--- src/design/if_cfg.svh ---
/*
 * configuration macros for the instruction fetch stage
 * debug entry addresses and prefetch queue depth
 */
`ifndef IF_CFG_SVH
`define IF_CFG_SVH

// debug module halt entry point
`define IF_DM_HALT_ADDR 32'h1A110800

// debug module exception entry point
`define IF_DM_EXC_ADDR 32'h1A110808

// fetched words the prefetch queue may hold, reads in flight included
`define IF_FIFO_DEPTH 3

`endif
--- src/design/fetch_pkg.sv ---
/*
 * fetch stage types
 * pc and exception vector selects, exception cause, fetch entry and IF-ID contents
 */
package fetch_pkg;

  // major opcodes produced by the compressed expander
  localparam logic [6:0] OPCODE_OP_IMM = 7'h13;
  localparam logic [6:0] OPCODE_OP     = 7'h33;
  localparam logic [6:0] OPCODE_JAL    = 7'h6f;

  // next pc source
  typedef enum logic [2:0] {
    PC_BOOT = 3'd0,
    PC_JUMP = 3'd1,
    PC_EXC  = 3'd2,
    PC_ERET = 3'd3,
    PC_DRET = 3'd4
  } pc_sel_e;

  // trap vector source
  typedef enum logic [1:0] {
    EXC_PC_EXC     = 2'd0,
    EXC_PC_IRQ     = 2'd1,
    EXC_PC_DBD     = 2'd2,
    EXC_PC_DBG_EXC = 2'd3
  } exc_pc_sel_e;

  // bit 5 set for interrupts, low bits carry the id
  typedef enum logic [5:0] {
    EXC_CAUSE_INSN_ADDR_MISA     = {1'b0, 5'd0},
    EXC_CAUSE_INSTR_ACCESS_FAULT = {1'b0, 5'd1},
    EXC_CAUSE_ILLEGAL_INSN       = {1'b0, 5'd2},
    EXC_CAUSE_BREAKPOINT         = {1'b0, 5'd3},
    EXC_CAUSE_ECALL_MMODE        = {1'b0, 5'd11},
    EXC_CAUSE_IRQ_SOFTWARE_M     = {1'b1, 5'd3},
    EXC_CAUSE_IRQ_TIMER_M        = {1'b1, 5'd7},
    EXC_CAUSE_IRQ_EXTERNAL_M     = {1'b1, 5'd11},
    EXC_CAUSE_IRQ_NM             = {1'b1, 5'd31}
  } exc_cause_e;

  // prefetch buffer output, upper rdata half is junk for compressed
  typedef struct packed {
    logic [31:0] rdata;
    logic [31:0] addr;
    logic        err;
  } fetch_entry_t;

  // IF-ID register
  typedef struct packed {
    logic [31:0] rdata;
    logic [15:0] rdata_c;
    logic        is_compressed;
    logic        illegal_c;
    logic        fetch_err;
    logic [31:0] pc;
  } if_id_t;

endpackage

--- src/design/bus_pkg.sv ---
/*
 * instruction bus types
 * request from the fetch stage and response from memory
 */
package bus_pkg;

  ////////////////////////////////////////////////////////////////////
  // instruction bus
  ////////////////////////////////////////////////////////////////////

  // stage to bus, held until gnt
  typedef struct packed {
    logic        req;
    // always word aligned
    logic [31:0] addr;
  } instr_req_t;

  // bus to stage
  typedef struct packed {
    logic        gnt;
    // one rvalid per grant, in order
    logic        rvalid;
    logic [31:0] rdata;
    // only meaningful together with rvalid
    logic        err;
  } instr_rsp_t;

endpackage

--- src/design/if_stage.sv ---
/*
 * instruction fetch stage top
 * pc and trap vector muxes, fetch init state, IF-ID register
 */
`include "if_cfg.svh"

module if_stage
  import bus_pkg::*;
  import fetch_pkg::*;
(
  input  logic        clk_i,
  input  logic        rst_ni,
  input  logic [31:0] boot_addr_i,
  input  logic        req_i,
  output instr_req_t  bus_req_o,
  input  instr_rsp_t  bus_rsp_i,
  output logic        instr_valid_id_o,
  output logic        instr_new_id_o,
  output if_id_t      if_id_o,
  output logic [31:0] pc_if_o,
  input  logic        instr_valid_clear_i,
  input  logic        pc_set_i,
  input  logic [31:0] csr_mepc_i,
  input  logic [31:0] csr_depc_i,
  input  pc_sel_e     pc_mux_i,
  input  exc_pc_sel_e exc_pc_mux_i,
  input  exc_cause_e  exc_cause_i,
  input  logic [31:0] jump_target_i,
  output logic [31:0] csr_mtvec_o,
  input  logic        id_in_ready_i,
  output logic        if_busy_o,
  output logic        perf_imiss_o
);

  logic         init_q, init_d;
  logic         branch, fetch_ready, fetch_valid, fetch_busy;
  logic [31:0]  fetch_addr_n, exc_pc;
  fetch_entry_t fetch_entry;
  logic [31:0]  instr_exp;
  logic         instr_is_c, instr_illegal_c;
  logic         if_id_we;
  if_id_t       if_id_d, if_id_q;
  logic         valid_q, new_q;

  ////////////////////////////////////////////////////////////////////
  // next pc
  ////////////////////////////////////////////////////////////////////

  // vectored mode, base shares the boot page
  assign csr_mtvec_o = {boot_addr_i[31:8], 8'h01};

  always_comb begin
    unique case (exc_pc_mux_i)
      EXC_PC_EXC:     exc_pc = {boot_addr_i[31:8], 8'h00};
      // one word per interrupt line
      EXC_PC_IRQ:     exc_pc = {boot_addr_i[31:8], 1'b0, exc_cause_i[4:0], 2'b00};
      EXC_PC_DBD:     exc_pc = `IF_DM_HALT_ADDR;
      EXC_PC_DBG_EXC: exc_pc = `IF_DM_EXC_ADDR;
    endcase
  end

  always_comb begin
    unique case (pc_mux_i)
      PC_JUMP: fetch_addr_n = jump_target_i;
      PC_EXC:  fetch_addr_n = exc_pc;
      PC_ERET: fetch_addr_n = csr_mepc_i;
      PC_DRET: fetch_addr_n = csr_depc_i;
      default: fetch_addr_n = {boot_addr_i[31:8], 8'h80};
    endcase
  end

  prefetch_buffer u_prefetch_buffer (
    .clk_i     (clk_i),
    .rst_ni    (rst_ni),
    .req_i     (req_i),
    .branch_i  (branch),
    .addr_i    (fetch_addr_n),
    .ready_i   (fetch_ready),
    .valid_o   (fetch_valid),
    .entry_o   (fetch_entry),
    .bus_req_o (bus_req_o),
    .bus_rsp_i (bus_rsp_i),
    .busy_o    (fetch_busy)
  );

  // leave init on the first request, any pc_set redirects
  assign branch = (init_q & req_i) | pc_set_i;
  assign init_d = init_q & ~branch;

  // entries are taken only while ID accepts and no redirect is pending
  assign if_id_we    = ~init_q & fetch_valid & id_in_ready_i & ~pc_set_i;
  assign fetch_ready = if_id_we;

  assign pc_if_o      = fetch_entry.addr;
  assign if_busy_o    = fetch_busy;
  assign perf_imiss_o = ~fetch_valid | branch;

  compressed_decoder u_compressed_decoder (
    .instr_i         (fetch_entry.rdata),
    .instr_o         (instr_exp),
    .is_compressed_o (instr_is_c),
    .illegal_o       (instr_illegal_c)
  );

  ////////////////////////////////////////////////////////////////////
  // IF-ID register
  ////////////////////////////////////////////////////////////////////

  always_comb begin
    if_id_d.rdata         = instr_exp;
    if_id_d.rdata_c       = fetch_entry.rdata[15:0];
    if_id_d.is_compressed = instr_is_c;
    if_id_d.illegal_c     = instr_illegal_c;
    if_id_d.fetch_err     = fetch_entry.err;
    if_id_d.pc            = fetch_entry.addr;
  end

  always_ff @(posedge clk_i or negedge rst_ni) begin
    if (!rst_ni) begin
      init_q  <= 1'b1;
      valid_q <= 1'b0;
      new_q   <= 1'b0;
    end else begin
      init_q <= init_d;
      new_q  <= if_id_we;
      // a load wins over a clear in the same cycle
      if (if_id_we) begin
        valid_q <= 1'b1;
      end else if (instr_valid_clear_i) begin
        valid_q <= 1'b0;
      end
    end
  end

  // frozen while ID stalls
  always_ff @(posedge clk_i) begin
    if (if_id_we) begin
      if_id_q <= if_id_d;
    end
  end

  assign if_id_o          = if_id_q;
  assign instr_valid_id_o = valid_q;
  assign instr_new_id_o   = new_q;

  // trap vectors assume a 256 byte aligned boot page
  boot_align_a: assert property (@(posedge clk_i) disable iff (!rst_ni)
    boot_addr_i[7:0] == 8'h00)
    else $error("boot address not 256 byte aligned");

  gnt_req_a: assert property (@(posedge clk_i) disable iff (!rst_ni)
    bus_rsp_i.gnt |-> bus_req_o.req)
    else $error("grant without a request");

  addr_align_a: assert property (@(posedge clk_i) disable iff (!rst_ni)
    bus_req_o.req |-> bus_req_o.addr[1:0] == 2'b00)
    else $error("instruction address not word aligned");

endmodule

--- src/design/compressed_decoder.sv ---
/*
 * compressed instruction expander
 * c.addi, c.li, c.mv, c.add and c.j, everything else compressed is illegal
 */
module compressed_decoder
  import fetch_pkg::*;
(
  input  logic [31:0] instr_i,
  output logic [31:0] instr_o,
  output logic        is_compressed_o,
  output logic        illegal_o
);

  assign is_compressed_o = instr_i[1:0] != 2'b11;

  always_comb begin
    instr_o   = instr_i;
    illegal_o = 1'b0;

    unique case (instr_i[1:0])
      // quadrant 0, loads and stores are not supported
      2'b00: begin
        illegal_o = 1'b1;
      end

      // quadrant 1
      2'b01: begin
        unique case (instr_i[15:13])
          // c.addi -> addi rd, rd, imm
          3'b000: begin
            instr_o = {{6{instr_i[12]}}, instr_i[12], instr_i[6:2], instr_i[11:7],
                       3'b000, instr_i[11:7], OPCODE_OP_IMM};
          end
          // c.li -> addi rd, x0, imm
          3'b010: begin
            instr_o = {{6{instr_i[12]}}, instr_i[12], instr_i[6:2], 5'b00000,
                       3'b000, instr_i[11:7], OPCODE_OP_IMM};
          end
          // c.j -> jal x0, offset
          // offset bits sit scrambled in [12:2]
          3'b101: begin
            instr_o = {instr_i[12], instr_i[8], instr_i[10:9], instr_i[6], instr_i[7],
                       instr_i[2], instr_i[11], instr_i[5:3], {9{instr_i[12]}},
                       5'b00000, OPCODE_JAL};
          end
          default: begin
            illegal_o = 1'b1;
          end
        endcase
      end

      // quadrant 2, only the register moves and adds
      2'b10: begin
        // rs2 of zero would be c.jr, c.jalr or c.ebreak
        if (instr_i[15:13] == 3'b100 && instr_i[6:2] != 5'b00000) begin
          if (instr_i[12]) begin
            // c.add -> add rd, rd, rs2
            instr_o = {7'b0000000, instr_i[6:2], instr_i[11:7], 3'b000,
                       instr_i[11:7], OPCODE_OP};
          end else begin
            // c.mv -> add rd, x0, rs2
            instr_o = {7'b0000000, instr_i[6:2], 5'b00000, 3'b000,
                       instr_i[11:7], OPCODE_OP};
          end
        end else begin
          illegal_o = 1'b1;
        end
      end

      // full width instruction passes unchanged
      2'b11: begin
        instr_o = instr_i;
      end
    endcase
  end

endmodule

--- src/design/prefetch_buffer.sv ---
/*
 * prefetch buffer
 * word reads over the instruction bus, a small word queue,
 * and realignment of instructions at halfword addresses
 */
`include "if_cfg.svh"

module prefetch_buffer
  import bus_pkg::*;
  import fetch_pkg::*;
(
  input  logic         clk_i,
  input  logic         rst_ni,
  input  logic         req_i,
  input  logic         branch_i,
  input  logic [31:0]  addr_i,
  input  logic         ready_i,
  output logic         valid_o,
  output fetch_entry_t entry_o,
  output instr_req_t   bus_req_o,
  input  instr_rsp_t   bus_rsp_i,
  output logic         busy_o
);

  localparam int unsigned DEPTH = `IF_FIFO_DEPTH;
  localparam int unsigned CW    = $clog2(DEPTH + 1);

  typedef struct packed {
    logic        err;
    logic [31:0] data;
  } word_t;

  // queue storage, index 0 is the head
  word_t         fifo_q [DEPTH];
  word_t         fifo_d [DEPTH];
  logic [CW-1:0] fifo_cnt_q, fifo_cnt_d;
  logic [CW-1:0] wr_idx;
  // reads granted and not yet returned, and how many of those to drop
  logic [CW-1:0] out_cnt_q, out_cnt_d;
  logic [CW-1:0] disc_cnt_q, disc_cnt_d;
  logic [CW:0]   fill;
  // pending bus request, stale once a branch passed it
  logic          breq_q, breq_d;
  logic [31:0]   baddr_q, baddr_d;
  logic          stale_q, stale_d;
  logic [31:0]   fetch_addr_q, fetch_addr_d;
  logic [31:0]   next_fetch;
  logic [31:0]   cur_addr_q, cur_addr_d;
  logic [15:0]   instr_lo;
  logic          instr_c;
  logic          gnt_ok, drop, push, pop, consume, new_req;

  assign gnt_ok = breq_q & bus_rsp_i.gnt;
  assign drop   = bus_rsp_i.rvalid & (disc_cnt_q != '0);
  // words arriving during a branch belong to the old stream
  assign push   = bus_rsp_i.rvalid & ~drop & ~branch_i;

  ////////////////////////////////////////////////////////////////////
  // realignment
  ////////////////////////////////////////////////////////////////////

  assign instr_lo = cur_addr_q[1] ? fifo_q[0].data[31:16] : fifo_q[0].data[15:0];
  assign instr_c  = instr_lo[1:0] != 2'b11;

  // a 32-bit instruction in the upper half needs the next word as well
  assign valid_o = (fifo_cnt_q > CW'(1)) |
                   ((fifo_cnt_q == CW'(1)) & (~cur_addr_q[1] | instr_c));

  assign entry_o.addr  = cur_addr_q;
  assign entry_o.rdata = cur_addr_q[1] ? {fifo_q[1].data[15:0], fifo_q[0].data[31:16]}
                                       : fifo_q[0].data;
  assign entry_o.err   = fifo_q[0].err | (cur_addr_q[1] & ~instr_c & fifo_q[1].err);

  assign consume = valid_o & ready_i & ~branch_i;
  // head word is finished unless a compressed instruction sat in its low half
  assign pop     = consume & (cur_addr_q[1] | ~instr_c);
  assign wr_idx  = fifo_cnt_q - CW'(pop);

  always_comb begin
    fifo_d     = fifo_q;
    fifo_cnt_d = fifo_cnt_q;
    if (branch_i) begin
      fifo_cnt_d = '0;
    end else begin
      if (pop) begin
        for (int i = 0; i < DEPTH - 1; i++) begin
          fifo_d[i] = fifo_q[i + 1];
        end
      end
      if (push) begin
        fifo_d[wr_idx] = '{err: bus_rsp_i.err, data: bus_rsp_i.rdata};
      end
      fifo_cnt_d = fifo_cnt_q + CW'(push) - CW'(pop);
    end
  end

  ////////////////////////////////////////////////////////////////////
  // bus side
  ////////////////////////////////////////////////////////////////////

  always_comb begin
    out_cnt_d = out_cnt_q + CW'(gnt_ok) - CW'(bus_rsp_i.rvalid);
    // a branch turns everything still in flight into discards
    if (branch_i) begin
      disc_cnt_d = out_cnt_d;
    end else begin
      disc_cnt_d = disc_cnt_q + CW'(gnt_ok & stale_q) - CW'(drop);
    end

    // room counts queued words and every read in flight
    fill       = {1'b0, fifo_cnt_d} + {1'b0, out_cnt_d};
    next_fetch = branch_i ? {addr_i[31:2], 2'b00} : fetch_addr_q;
    new_req    = (~breq_q | bus_rsp_i.gnt) & req_i & (fill < (CW + 1)'(DEPTH));

    // an ungranted request keeps its address
    breq_d       = breq_q & ~bus_rsp_i.gnt;
    baddr_d      = baddr_q;
    fetch_addr_d = next_fetch;
    if (new_req) begin
      breq_d       = 1'b1;
      baddr_d      = next_fetch;
      fetch_addr_d = next_fetch + 32'd4;
    end
    stale_d = (branch_i | stale_q) & breq_q & ~bus_rsp_i.gnt;

    cur_addr_d = cur_addr_q;
    if (branch_i) begin
      cur_addr_d = {addr_i[31:1], 1'b0};
    end else if (consume) begin
      cur_addr_d = cur_addr_q + (instr_c ? 32'd2 : 32'd4);
    end
  end

  always_ff @(posedge clk_i or negedge rst_ni) begin
    if (!rst_ni) begin
      fifo_cnt_q   <= '0;
      out_cnt_q    <= '0;
      disc_cnt_q   <= '0;
      breq_q       <= 1'b0;
      baddr_q      <= '0;
      stale_q      <= 1'b0;
      fetch_addr_q <= '0;
      cur_addr_q   <= '0;
    end else begin
      fifo_cnt_q   <= fifo_cnt_d;
      out_cnt_q    <= out_cnt_d;
      disc_cnt_q   <= disc_cnt_d;
      breq_q       <= breq_d;
      baddr_q      <= baddr_d;
      stale_q      <= stale_d;
      fetch_addr_q <= fetch_addr_d;
      cur_addr_q   <= cur_addr_d;
    end
  end

  // word storage
  always_ff @(posedge clk_i) begin
    fifo_q <= fifo_d;
  end

  assign bus_req_o.req  = breq_q;
  assign bus_req_o.addr = baddr_q;
  assign busy_o         = breq_q | (out_cnt_q != '0);

  // request and address hold across wait cycles
  req_stable_a: assert property (@(posedge clk_i) disable iff (!rst_ni)
    bus_req_o.req && !bus_rsp_i.gnt |=> bus_req_o.req && $stable(bus_req_o.addr))
    else $error("instruction request changed before grant");

  // each response answers an earlier grant
  rvalid_out_a: assert property (@(posedge clk_i) disable iff (!rst_ni)
    bus_rsp_i.rvalid |-> out_cnt_q != '0)
    else $error("rvalid without an outstanding read");

endmodule

--- config.mk ---
export PLATFORM = sky130hd
export DESIGN_NAME = if_stage
export DESIGN_NICKNAME = d
export VERILOG_FILES = /design/src/design/fetch_pkg.sv /design/src/design/bus_pkg.sv /design/src/design/if_stage.sv /design/src/design/compressed_decoder.sv /design/src/design/prefetch_buffer.sv
export VERILOG_INCLUDE_DIRS = /design/src /design/src/design
export SDC_FILE = /design/constraint.sdc
export NUM_CORES = 1
export LEC_CHECK = 0
export ABC_AREA = 0
export BUFFER_PORTS_ARGS = -buffer_cell sky130_fd_sc_hd__buf_2
export CORE_ASPECT_RATIO = 0.7
export CORE_MARGIN = 10
export CORE_UTILIZATION = 50
export DETAILED_ROUTE_END_ITERATION = 10
export HOLD_SLACK_MARGIN = 0.03
export PLACE_DENSITY = 0.79
export SYNTH_ARGS = -nofsm -noshare
export SYNTH_HDL_FRONTEND = slang
export SYNTH_SLANG_ARGS = --single-unit
--- constraint.sdc ---
create_clock -name clk_i -period 7.27 [get_ports clk_i]
set_input_delay 0.727 -clock clk_i [delete_from_list [all_inputs] [get_ports clk_i]]
set_output_delay 0.727 -clock clk_i [all_outputs]
set_load 0.02 [all_outputs]
==> flow_summary.json <==
{
  "ant_nets": 0,
  "synth.avg_cell_area_um2": 10.86,
  "worst_ep_arrival_time_ps": 6990,
  "grt_overflow": 0,
  "setup-tns-final_ps": 0,
  "core_um2": 29910,
  "setup_viol": 0,
  "num_vias": 12010,
  "final-hold-violation-count": 0,
  "drtIter0Drc": 1539,
  "grt_setup_unrepaired": "false",
  "fp-row-count": 53,
  "syn_area_um2": 15120,
  "netlist_top_cells_count": "edfxtp_1, nand2_1, o21ai_0",
  "die_area_um2": 37700,
  "routed_via_density": 5.750,
  "insertion_delay_ps": 550,
  "routed_wl_um": 46020,
  "io_pins": 364,
  "cts.clk_slew.worst_paths_ps": 60,
  "layout.nets": 1845,
  "die_y_um": 165.5,
  "rr_startpoint": "u_prefetch_buffer.cur_addr_q[1]",
  "area_growth_pct": 16.37,
  "yosysTopAreaCellShare": 0.3596,
  "synth_seq_area_share": 0.5351,
  "max_slew_margin": 0.2016,
  "reg2reg_depth": 21,
  "gp_congestion": 0.9188,
  "placed_cells": 2030,
  "layout_min_cycle_time_ps": 6557,
  "cts_setup_buffers": 0,
  "port_buffers": 341,
  "tritoncts": "yes",
  "p_leak_nw": 7.687,
  "status": "finished clean",
  "grt_pass1_wl_um": 69230,
  "slew_violations": 0,
  "cap_violations": 0,
  "synthArstFlopShare": 0.3693,
  "cts.sinks": 287,
  "tightest_slew_ps": 1193,
  "timing.final.crit_share": 0.9019,
  "dominantRegCellSynth": "edfxtp_1",
  "yosys_warnings": 0,
  "crit_type": "reg -> reg",
  "dieWidth_um": 227.8,
  "hpwl_um": 34630,
  "synthTopCellsByArea": "edfxtp_1, dfrtp_1, mux2i_1",
  "fin_skew_ps": 12.13,
  "start_kind": "flip-flop",
  "timing.fmax_mhz": 152.5,
  "cts_buffers": 28,
  "initial_utilization": 0.5054,
  "synthCells": 1392,
  "cp.required_ps": 7700,
  "grt_max_degree": 81,
  "worst-r2r-setup-slack_ps": 710,
  "synthDistinctLibCells": 88,
  "synth_top_cell_by_area": "edfxtp_1",
  "layout.cells.non_filler": 2089,
  "fillers": 2547,
  "critPathCaptureType": "flip-flop",
  "yosysMostFrequentCell": "edfxtp_1",
  "h-tree-depth": 1,
  "hold_class": "in -> async",
  "worstPathMaxFanout": 15,
  "synth.ff_latch_count": 287,
  "antenna_found_initial": 8,
  "power_density_nw_per_um2": 282.4,
  "clk_path_buf_depth": 3,
  "ir_worst_vdd_mv": 0.1558,
  "wl_per_cell_um": 22.03,
  "drt_pass1_iterations": 6,
  "drive_gt1_frac": 0.2826,
  "synth_edf_count": 181,
  "r2r-end": "u_prefetch_buffer.fetch_addr_q[30]",
  "drc_errors": 0,
  "track_usage": 0.2340,
  "cts_root_buf": "clkbuf_16",
  "grt_pass1_vias": 11430
}
-- layer usage --
metal  global-route usage  vias up  routed length [um]
li1                     -     5497                   -
met1               0.3357     5876               20310
met4              0.05564        2                1016
met2               0.3498      574               20220
met5                    0        -                  13
met3              0.05837       62                4462
-- kinds of logic (layout without fill, tap and decap cells) --
| kind of cell | count (synthesis) | count (layout) | share of synthesized area |
|---|---|---|---|
| AOI/OAI and AO/OA | 336 | 336 | 0.1410 |
| xor gates and xnor gates | 45 | 45 | 0.02607 |
| adders and majority gates | 17 | 17 | 0.01507 |
| buffers and inverters | 178 | 448 | 0.06597 |
| DFF | 287 | 287 | 0.5351 |
| muxes | 137 | 137 | 0.09279 |
| other | 2 | 17 | 0.0004968 |
| and+or+nand+nor | 390 | 390 | 0.1235 |
-- what timing repair did --
item	CTS	global route
setup endpoints to repair	0	1
gates resized for setup	0	1
hold buffers	0	0
-- area by class of cell --
cell class / count / area, um^2 / area share
inverters: 41 / 158.9 / 0.009033
diodes: 7 / 17.52 / 0.0009958
repair buffers: 355 / 1814 / 0.1031
clock buffers: 39 / 790.8 / 0.04495
flip-flops and latches: 287 / 8090 / 0.4599
well taps: 412 / 515.5 / 0.02931
multi-input cells: 935 / 6091 / 0.3463
clock inverters: 13 / 112.6 / 0.006402
-- layout by cell type (no fill, tap or decap), types with 7 or more instances in the layout --
cell type    n
diode_2      7
a22oi_1      8
o22a_1       9
a31oi_1     13
xnor2_1     31
conb_1      10
buf_2      340
edfxtp_1   181
dfrtp_1    104
and2_1      12
nand4_1      8
o22ai_1     20
clkbuf_16   29
o21ai_0    118
inv_1       38
nand2b_1     8
nor2_1      99
and3_1      10
xor2_1      14
nand3_1     29
a21oi_1     75
buf_4       15
nand2_1    172
a2bb2oi_1   12
o211ai_1     8
mux2i_1    112
ha_1        15
mux2_2      25
a211oi_1     7
-- through the flow --
step	hold slack, ps	instance area, um^2	util	total power, mW	setup WS [ps]
2_1_floorplan	431.4	15150	-	3.069	668.8
3_3_place_gp	455.9	16670	0.5573	3.484	702.8
3_5_place_dp	463.5	16670	0.5573	3.534	459.0
4_1_cts	133.4	17570	0.5875	4.988	428.7
5_1_grt	168.6	17580	0.5877	5.205	275.3
6_report	133.4	17590	0.5882	4.968	713.3
-- registers in the layout, indices dropped and copies added (netlist names) --
register,cells
u_prefetch_buffer.breq_q,1
u_prefetch_buffer.disc_cnt_q,2
u_prefetch_buffer.cur_addr_q,31
u_prefetch_buffer.fetch_addr_q,32
u_prefetch_buffer.baddr_q,32
u_prefetch_buffer.fifo_cnt_q,2
if_id_o,82
u_prefetch_buffer.stale_q,1
u_prefetch_buffer.fifo_q,99
instr_new_id_o,1
instr_valid_id_o,1
u_prefetch_buffer.out_cnt_q,2
init_q,1
-- how the worst max path moves through the flow --
stage | startpoint | endpoint
after floorplan | u_prefetch_buffer.cur_addr_q[1] | u_prefetch_buffer.cur_addr_q[3]
after global placement | u_prefetch_buffer.cur_addr_q[1] | u_prefetch_buffer.fetch_addr_q[30]
after detailed placement | u_prefetch_buffer.cur_addr_q[1] | u_prefetch_buffer.fetch_addr_q[30]
after CTS | u_prefetch_buffer.cur_addr_q[1] | u_prefetch_buffer.fetch_addr_q[30]
after global routing | u_prefetch_buffer.cur_addr_q[1] | u_prefetch_buffer.fetch_addr_q[30]
final | u_prefetch_buffer.cur_addr_q[1] | u_prefetch_buffer.fetch_addr_q[30]
-- power by group --
part	total [mW]	internal, mW	switching (mW)	leakage (nW)
combinational	1.36	0.469	0.891	4.21
sequential	2.16	2.01	0.146	3.03
clock	1.45	0.829	0.624	0.451
total	4.97	3.31	1.66	7.69
-- worst max-delay path: stages (launching register included) --
cell and delay, ps:
dfrtp_2 440, mux2i_1 480, inv_1 160, ha_1 300, ha_1 250, inv_1 70, a21oi_1 80, or4b_1 800
inv_4 330, nand2b_4 80, xnor2_1 320, ha_1 300, and2_1 150, ha_1 190, fa_1 430, nand2_1 90
and4b_2 500, nand3_1 220, nor4_4 530, and3_1 380, nand4_1 150, xnor2_1 160
Power figures use the tool's default switching activity.
